## src/hdl/mult_pkg.sv

```systemverilog
package mult_pkg;

    ////////////////////////////////////////////////////////////////////////////
    // Widths
    ////////////////////////////////////////////////////////////////////////////

    // Multiplier and multiplicand width
    localparam int OPERAND_WIDTH = 8;

    // Full product, high half joined with low half
    localparam int PRODUCT_WIDTH = 2 * OPERAND_WIDTH;

    // Bit counter must be able to hold OPERAND_WIDTH itself
    localparam int COUNT_WIDTH = $clog2(OPERAND_WIDTH + 1);

    ////////////////////////////////////////////////////////////////////////////
    // Control states
    ////////////////////////////////////////////////////////////////////////////

    typedef enum logic [2:0] {
        // Waiting for start
        STATE_IDLE    = 3'd0,
        // Look at the low bit of the product
        STATE_EXAMINE = 3'd1,
        // Multiplicand into the high half
        STATE_ADD     = 3'd2,
        // Shift after an add
        STATE_SHIFT   = 3'd3,
        // One cycle of done
        STATE_FINISH  = 3'd4
    } ctrl_state_t;

endpackage

```

## src/hdl/mult_control_unit.sv

```systemverilog
`timescale 1ns/1ps

module mult_control_unit (
    input  logic clk,
    input  logic reset,
    input  logic start,
    input  logic lsb,
    output logic load,
    output logic add,
    output logic shift,
    output logic done,
    output logic busy
);

    mult_pkg::ctrl_state_t state_q;
    mult_pkg::ctrl_state_t next_state;

    // Bits still to be shifted out of the low half
    logic [mult_pkg::COUNT_WIDTH-1:0] count_q;
    logic                             count_zero;

    assign count_zero = (count_q == '0);

    ////////////////////////////////////////////////////////////////////////////
    // Control pulses
    ////////////////////////////////////////////////////////////////////////////

    // Start is only honoured from idle, anything else is dropped
    assign load = (state_q == mult_pkg::STATE_IDLE) && start;

    assign add = (state_q == mult_pkg::STATE_ADD);

    // A zero bit shifts straight from EXAMINE, a one bit goes through ADD first
    assign shift = ((state_q == mult_pkg::STATE_EXAMINE) && !count_zero && !lsb)
                || (state_q == mult_pkg::STATE_SHIFT);

    assign done = (state_q == mult_pkg::STATE_FINISH);
    assign busy = (state_q != mult_pkg::STATE_IDLE);

    ////////////////////////////////////////////////////////////////////////////
    // Next state
    ////////////////////////////////////////////////////////////////////////////

    always_comb begin
        next_state = state_q;
        case (state_q)
            mult_pkg::STATE_IDLE: begin
                if (start) begin
                    next_state = mult_pkg::STATE_EXAMINE;
                end
            end
            mult_pkg::STATE_EXAMINE: begin
                // Counter ran out on the last shift, product is complete
                if (count_zero) begin
                    next_state = mult_pkg::STATE_FINISH;
                end else if (lsb) begin
                    next_state = mult_pkg::STATE_ADD;
                end else begin
                    // Shift happens here, stay and look at the next bit
                    next_state = mult_pkg::STATE_EXAMINE;
                end
            end
            mult_pkg::STATE_ADD: begin
                next_state = mult_pkg::STATE_SHIFT;
            end
            mult_pkg::STATE_SHIFT: begin
                next_state = mult_pkg::STATE_EXAMINE;
            end
            mult_pkg::STATE_FINISH: begin
                next_state = mult_pkg::STATE_IDLE;
            end
            default: begin
                next_state = mult_pkg::STATE_IDLE;
            end
        endcase
    end

    ////////////////////////////////////////////////////////////////////////////
    // State and bit counter registers
    ////////////////////////////////////////////////////////////////////////////

    always_ff @(posedge clk) begin
        if (reset) begin
            state_q <= mult_pkg::STATE_IDLE;
        end else begin
            state_q <= next_state;
        end
    end

    // Down counter, one step per shift
    always_ff @(posedge clk) begin
        if (reset) begin
            count_q <= '0;
        end else if (load) begin
            count_q <= mult_pkg::COUNT_WIDTH'(mult_pkg::OPERAND_WIDTH);
        end else if (shift) begin
            count_q <= count_q - 1'b1;
        end
    end

endmodule

```

## src/hdl/mult_datapath.sv

```systemverilog
`timescale 1ns/1ps

module mult_datapath (
    input  logic                              clk,
    input  logic                              reset,
    input  logic                              load,
    input  logic                              add,
    input  logic                              shift,
    input  logic [mult_pkg::OPERAND_WIDTH-1:0] multiplier,
    input  logic [mult_pkg::OPERAND_WIDTH-1:0] multiplicand,
    output logic                              lsb,
    output logic [mult_pkg::PRODUCT_WIDTH-1:0] product
);

    ////////////////////////////////////////////////////////////////////////////
    // Registers
    ////////////////////////////////////////////////////////////////////////////

    // Carry out of the adder above the high half
    logic                              carry_q;

    // Upper half of the running product
    logic [mult_pkg::OPERAND_WIDTH-1:0] high_q;

    // Lower half starts as the multiplier and fills with product bits
    logic [mult_pkg::OPERAND_WIDTH-1:0] low_q;

    // Multiplicand held for the whole multiplication
    logic [mult_pkg::OPERAND_WIDTH-1:0] mcand_q;

    ////////////////////////////////////////////////////////////////////////////
    // Adder
    ////////////////////////////////////////////////////////////////////////////

    // One bit wider to catch the carry out
    logic [mult_pkg::OPERAND_WIDTH:0]   sum;

    // Addend needs no lsb gating since add only comes on a one bit
    assign sum = {1'b0, high_q} + {1'b0, mcand_q};

    ////////////////////////////////////////////////////////////////////////////
    // Shift word
    ////////////////////////////////////////////////////////////////////////////

    // Carry, high and low moved right by one as a single word
    logic [mult_pkg::PRODUCT_WIDTH-1:0] shift_word;

    assign shift_word = {carry_q, high_q, low_q[mult_pkg::OPERAND_WIDTH-1:1]};

    ////////////////////////////////////////////////////////////////////////////
    // Register updates
    ////////////////////////////////////////////////////////////////////////////

    // Carry empties on a shift
    always_ff @(posedge clk) begin
        if (reset) begin
            carry_q <= 1'b0;
        end else if (load) begin
            carry_q <= 1'b0;
        end else if (add) begin
            carry_q <= sum[mult_pkg::OPERAND_WIDTH];
        end else if (shift) begin
            carry_q <= 1'b0;
        end
    end

    always_ff @(posedge clk) begin
        if (reset) begin
            high_q <= '0;
        end else if (load) begin
            high_q <= '0;
        end else if (add) begin
            high_q <= sum[mult_pkg::OPERAND_WIDTH-1:0];
        end else if (shift) begin
            high_q <= shift_word[mult_pkg::PRODUCT_WIDTH-1:mult_pkg::OPERAND_WIDTH];
        end
    end

    // Product bits enter from the top as the multiplier bits leave the bottom
    always_ff @(posedge clk) begin
        if (reset) begin
            low_q <= '0;
        end else if (load) begin
            low_q <= multiplier;
        end else if (shift) begin
            low_q <= shift_word[mult_pkg::OPERAND_WIDTH-1:0];
        end
    end

    always_ff @(posedge clk) begin
        if (load) begin
            mcand_q <= multiplicand;
        end
    end

    ////////////////////////////////////////////////////////////////////////////
    // Outputs
    ////////////////////////////////////////////////////////////////////////////

    // Bit under examination by the control unit
    assign lsb = low_q[0];

    // Complete once all operand bits are shifted through
    assign product = {high_q, low_q};

endmodule

```

## src/hdl/shift_add_multiplier.sv

```systemverilog
`timescale 1ns/1ps

module shift_add_multiplier (
    input  logic                              clk,
    input  logic                              reset,
    input  logic                              start,
    input  logic [mult_pkg::OPERAND_WIDTH-1:0] multiplier,
    input  logic [mult_pkg::OPERAND_WIDTH-1:0] multiplicand,
    output logic [mult_pkg::PRODUCT_WIDTH-1:0] product,
    output logic                              done,
    output logic                              busy
);

    ////////////////////////////////////////////////////////////////////////////
    // Control to datapath
    ////////////////////////////////////////////////////////////////////////////

    logic load;
    logic add;
    logic shift;

    // Datapath to control, low bit of the product
    logic lsb;

    ////////////////////////////////////////////////////////////////////////////
    // Sequencer
    ////////////////////////////////////////////////////////////////////////////

    mult_control_unit control_unit_inst (
        .clk   (clk),
        .reset (reset),
        .start (start),
        .lsb   (lsb),
        .load  (load),
        .add   (add),
        .shift (shift),
        .done  (done),
        .busy  (busy)
    );

    ////////////////////////////////////////////////////////////////////////////
    // Product registers and adder
    ////////////////////////////////////////////////////////////////////////////

    mult_datapath datapath_inst (
        .clk          (clk),
        .reset        (reset),
        .load         (load),
        .add          (add),
        .shift        (shift),
        .multiplier   (multiplier),
        .multiplicand (multiplicand),
        .lsb          (lsb),
        .product      (product)
    );

endmodule

```

## config.mk

```make
export PLATFORM = sky130hd
export DESIGN_NAME = shift_add_multiplier
export DESIGN_NICKNAME = d
export VERILOG_FILES = /design/src/hdl/mult_pkg.sv /design/src/hdl/mult_control_unit.sv /design/src/hdl/mult_datapath.sv /design/src/hdl/shift_add_multiplier.sv
export SDC_FILE = /design/constraint.sdc
export NUM_CORES = 1
export LEC_CHECK = 0
export BUFFER_PORTS_ARGS = -buffer_cell sky130_fd_sc_hd__buf_2
export CAP_MARGIN = 25
export CORE_AREA = 2 2 59 61
export DETAILED_ROUTE_END_ITERATION = 7
export DIE_AREA = 0 0 61 63
export PLACE_DENSITY = 0.86
export SYNTH_ARGS = -nofsm -noshare
export SYNTH_HDL_FRONTEND = slang
export SYNTH_SLANG_ARGS = --single-unit
```

## constraint.sdc

```tcl
create_clock -name clk -period 2.1 [get_ports clk]
set_input_delay 0.21 -clock clk [delete_from_list [all_inputs] [get_ports clk]]
set_output_delay 0.21 -clock clk [all_outputs]
set_load 0.05 [all_outputs]
```

==> metrics.md <==
| Metric | Value |
|---|---|
| Overflow after GRT | 0 |
| CP endpoint kind | register |
| Initial antenna violation count | 0 |
| Post-Synthesis Net Count | 194 |
| Layout cells sized above 1 | 25.4% |
| Worst-Skew Late Latency | 0.34 ns |
| Die W | 61 µm |
| Via density | 5.38 |
| Critical R2R Capture | datapath_inst.high_q[0] |
| R2r setup slk | 0.21 ns |
| Max stage delay on crit path | 0.37 ns |
| Setup_tns | 0 ns |
| Min-Delay Endpoint | datapath_inst.mcand_q[0] |
| Residual DRC | 0 |
| CP Class | register to register |
| RSZ-0062 raised after global routing | false |
| Post-route setup slack | 0.206 ns |
| Sw Share | 30.5% |
| Post-route clock period utilization | 90.2% |
| Slew @ Worst Pin | 0.522 ns |
| Area of the core | 0.00323 mm² |
| Crit start category | register |
| Nets | 233 |
| Power Density | 792 mW/mm² |
| Final hold vios | 0 |
| Worst ir drop on vdd | 0.540 mV |
| Drt initial violations | 47 |
| Area growth syn-to-layout | 19.1% |
| Ys Warns | 0 |
| Vias post-DR | 1350 |
| 1st-pass router iterations | 4 |
| Routed Antenna Nets | 0 |
| P_int | 1.08 mW |
| Switch Pwr | 473 µW |
| Count of buffers from port buffering | 36 |
| Clock Tree Root | clkbuf_4 |
| Met2 usage | 30.4% |
| Gr usage total | 19.9% |
| First-pass GRT wire length | 5690 µm |
| Part of the power in the clock network | 31.8% |
| Critical R2R Launch | control_unit_inst.count_q[0] |
| CTS tree | built |
| DRT Wirelength | 3260 µm |
| Total CTS buffers | 5 |
| Cell Chain, Critical Path | inv_1 -> ha_1 -> nor4b_2 -> nor4b_4 -> buf_6 -> nor3_1 -> a2111oi_0 |
| # diodes | 0 |
| Met3 usage | 5.18% |
| CP Max Fanout | 17 |
| Clock buffer depth | 2 |
| Reg power frac | 46.3% |
| Required time of the critical path | 2.32 ns |
| Hold Path Class | primary input to register |
| Hold_sp | multiplicand[0] |
| Number of synthesized register bits | 32 |
| Wirelength per Cell | 13.0 µm |
| Logic pwr share | 21.9% |
| Mapped Cells | 165 |
| Largest net degree at the start of global routing | 18 |
| Hold Crit Depth | 1 |
| Clock Sinks | 32 |
| Total Power | 1.55 mW |
| Vias in the first global route | 1338 |
| Die area | 0.00384 mm² |
| Rel. slew slack | 65.2% |
| Worst clock skew | 0.00737 ns |
| Reg2reg path depth | 7 |
| Global route hottest layer | met2 |
| Outcome | completed |
| Top Ports | 37 |
| Slew Viols, Final | 0 |
| Period minus WS final | 1.89 ns |
| Synth cell types | 42 |
| Register area share after synthesis | 43.8% |
| Fmax | 528 MHz |
| Initial Util | 50.9% |
| Die Span Y | 63 µm |
| Final setup viols | 0 |
| Max-cap violations | 0 |
| Met1 Usage GRT | 25.8% |
| Synth Cell Area | 0.00165 mm² |
| # rows | 21 |
| Routability Congestion | 0.807 |
| Clk slew on worst S/H paths | 0.10 ns |
| P_leak | 0.826 nW |
| Dpl ws | 0.128 ns |
| H-tree depth | 2 |
| CP max-delay cell | dfxtp_1 |
| CP arrival | 2.11 ns |
| Syn_area_per_cell | 9.97 µm² |
| DPL Wire Length | 2370 µm |
cells in the mapped netlist, drive strengths merged:
| master | instances | area [µm²] |
|---|---|---|
| a2111oi | 1 | 8.76 |
| a211oi | 14 | 110 |
| a21boi | 1 | 7.51 |
| a21o | 2 | 15.0 |
| a21oi | 8 | 40.0 |
| a22oi | 1 | 7.51 |
| a2bb2oi | 1 | 8.76 |
| a31o | 1 | 8.76 |
| a31oi | 2 | 12.5 |
| a32oi | 1 | 8.76 |
| and4 | 1 | 8.76 |
| buf | 5 | 32.5 |
| clkbuf | 3 | 11.3 |
| dfxtp | 24 | 480 |
| edfxtp | 8 | 240 |
| fa | 1 | 20.0 |
| ha | 9 | 113 |
| inv | 7 | 26.3 |
| mux2 | 1 | 11.3 |
| mux2i | 11 | 110 |
| nand2 | 8 | 30.0 |
| nand2b | 3 | 18.8 |
| nand3 | 2 | 10.0 |
| nor2 | 21 | 78.8 |
| nor2b | 5 | 31.3 |
| nor3 | 4 | 20.0 |
| nor3b | 2 | 15.0 |
| nor4b | 2 | 38.8 |
| o211ai | 1 | 7.51 |
| o21a | 1 | 7.51 |
| o21ai | 2 | 10.0 |
| o22ai | 2 | 12.5 |
| o2bb2ai | 1 | 8.76 |
| o31ai | 1 | 7.51 |
| or3 | 1 | 6.26 |
| xnor2 | 2 | 17.5 |
| xor2 | 5 | 43.8 |
state kept, by name, indices dropped and copies added (netlist names):
name and flops:
datapath_inst.high_q 8, datapath_inst.mcand_q 8, datapath_inst.carry_q 1, control_unit_inst.count_q 4
datapath_inst.low_q 8, control_unit_inst.state_q 3
cells in the final DEF (no fill, tap or decap), types with 2 or more instances in the layout:
| master | n |
|---|---|
| o22ai_1 | 2 |
| nor3b_1 | 2 |
| inv_1 | 7 |
| nand2_1 | 8 |
| xnor2_1 | 2 |
| nor3_1 | 4 |
| a211oi_1 | 13 |
| nor2_1 | 21 |
| nor2b_1 | 5 |
| a21o_1 | 2 |
| nand3_1 | 2 |
| nand2b_1 | 3 |
| buf_2 | 36 |
| dfxtp_1 | 23 |
| ha_1 | 9 |
| xor2_1 | 5 |
| a31oi_1 | 2 |
| buf_4 | 3 |
| edfxtp_1 | 8 |
| a21oi_1 | 8 |
| mux2i_1 | 11 |
| clkbuf_4 | 5 |
power by group through the flow:
stage	clock network, mW	registers [mW]	logic [mW]
2_1_floorplan	0	0.789	0.202
3_3_place_gp	0	0.730	0.333
3_5_place_dp	0	0.731	0.339
4_1_cts	0.502	0.717	0.341
5_1_grt	0.532	0.724	0.371
6_report	0.494	0.718	0.340
stage by stage:
step | util (%) | area (µm²) | instances | hold slack (ns)
after floorplan | - | 1650 | 165 | 0.309
after global routing | 60.6 | 1960 | 251 | 0.0171
after detailed placement | 57.9 | 1870 | 243 | 0.388
after global placement | 57.9 | 1870 | 243 | 0.386
after CTS | 60.5 | 1960 | 251 | 0.0288
final | 60.6 | 1960 | 251 | 0.0455
worst max-delay path, delay by kind of cell (launching register included):
family / cells / cell delay (ns)
adders and majority gates: 1 / 0.22
buffers and inverters: 2 / 0.31
and+or+nand+nor: 3 / 0.57
DFF: 1 / 0.37
AOI/OAI and AO/OA: 1 / 0.31
what timing repair did:
item | CTS | global route
endpoints found under the hold margin | 0 | 0
resized for setup | 0 | 2
buffers inserted | 0 | 0
setup endpoints to repair | 0 | 5
hold buffers | 0 | 0
logic make-up (layout without fill, tap and decap cells):
group | count (synthesis) | count (layout) | share of synthesized area, %
AOI/OAI and AO/OA | 40 | 40 | 17.1
xor gates and xnor gates | 7 | 7 | 3.73
adders and majority gates | 10 | 10 | 8.06
buffers and inverters | 15 | 55 | 4.26
DFF | 32 | 32 | 43.8
muxes | 12 | 12 | 7.38
and+or+nand+nor | 49 | 49 | 15.7
final cells by class:
class | count | area (µm²)
Fill cell | 272 | 1270
Clock buffer | 6 | 51.3
Clock inverter | 2 | 33.8
Multi-Input combinational cell | 118 | 855
Tap cell | 46 | 57.6
Sequential cell | 32 | 722
Timing Repair Buffer | 40 | 214
Inverter | 7 | 26.3
layer usage:
| metal | share of wire (%) | up-vias |
|---|---|---|
| li1 | - | 677 |
| met1 | 46 | 644 |
| met2 | 48 | 23 |
| met5 | 0 | - |
| met3 | 3.7 | 6 |
| met4 | 2.1 | 0 |
how the worst max path moves through the flow:
stage	from	endpoint	slack [ns]	cells after the start
floorplan	datapath_inst.high_q[1]	datapath_inst.high_q[6]	0.06	7
global placement	control_unit_inst.count_q[0]	datapath_inst.high_q[0]	0.20	7
detailed placement	control_unit_inst.count_q[0]	datapath_inst.high_q[0]	0.13	7
CTS	control_unit_inst.count_q[0]	datapath_inst.high_q[0]	0.10	7
global route	control_unit_inst.count_q[0]	datapath_inst.high_q[0]	0.01	7
finish	control_unit_inst.count_q[0]	datapath_inst.high_q[0]	0.21	7
No activity file was read; power rests on OpenSTA's default activity.
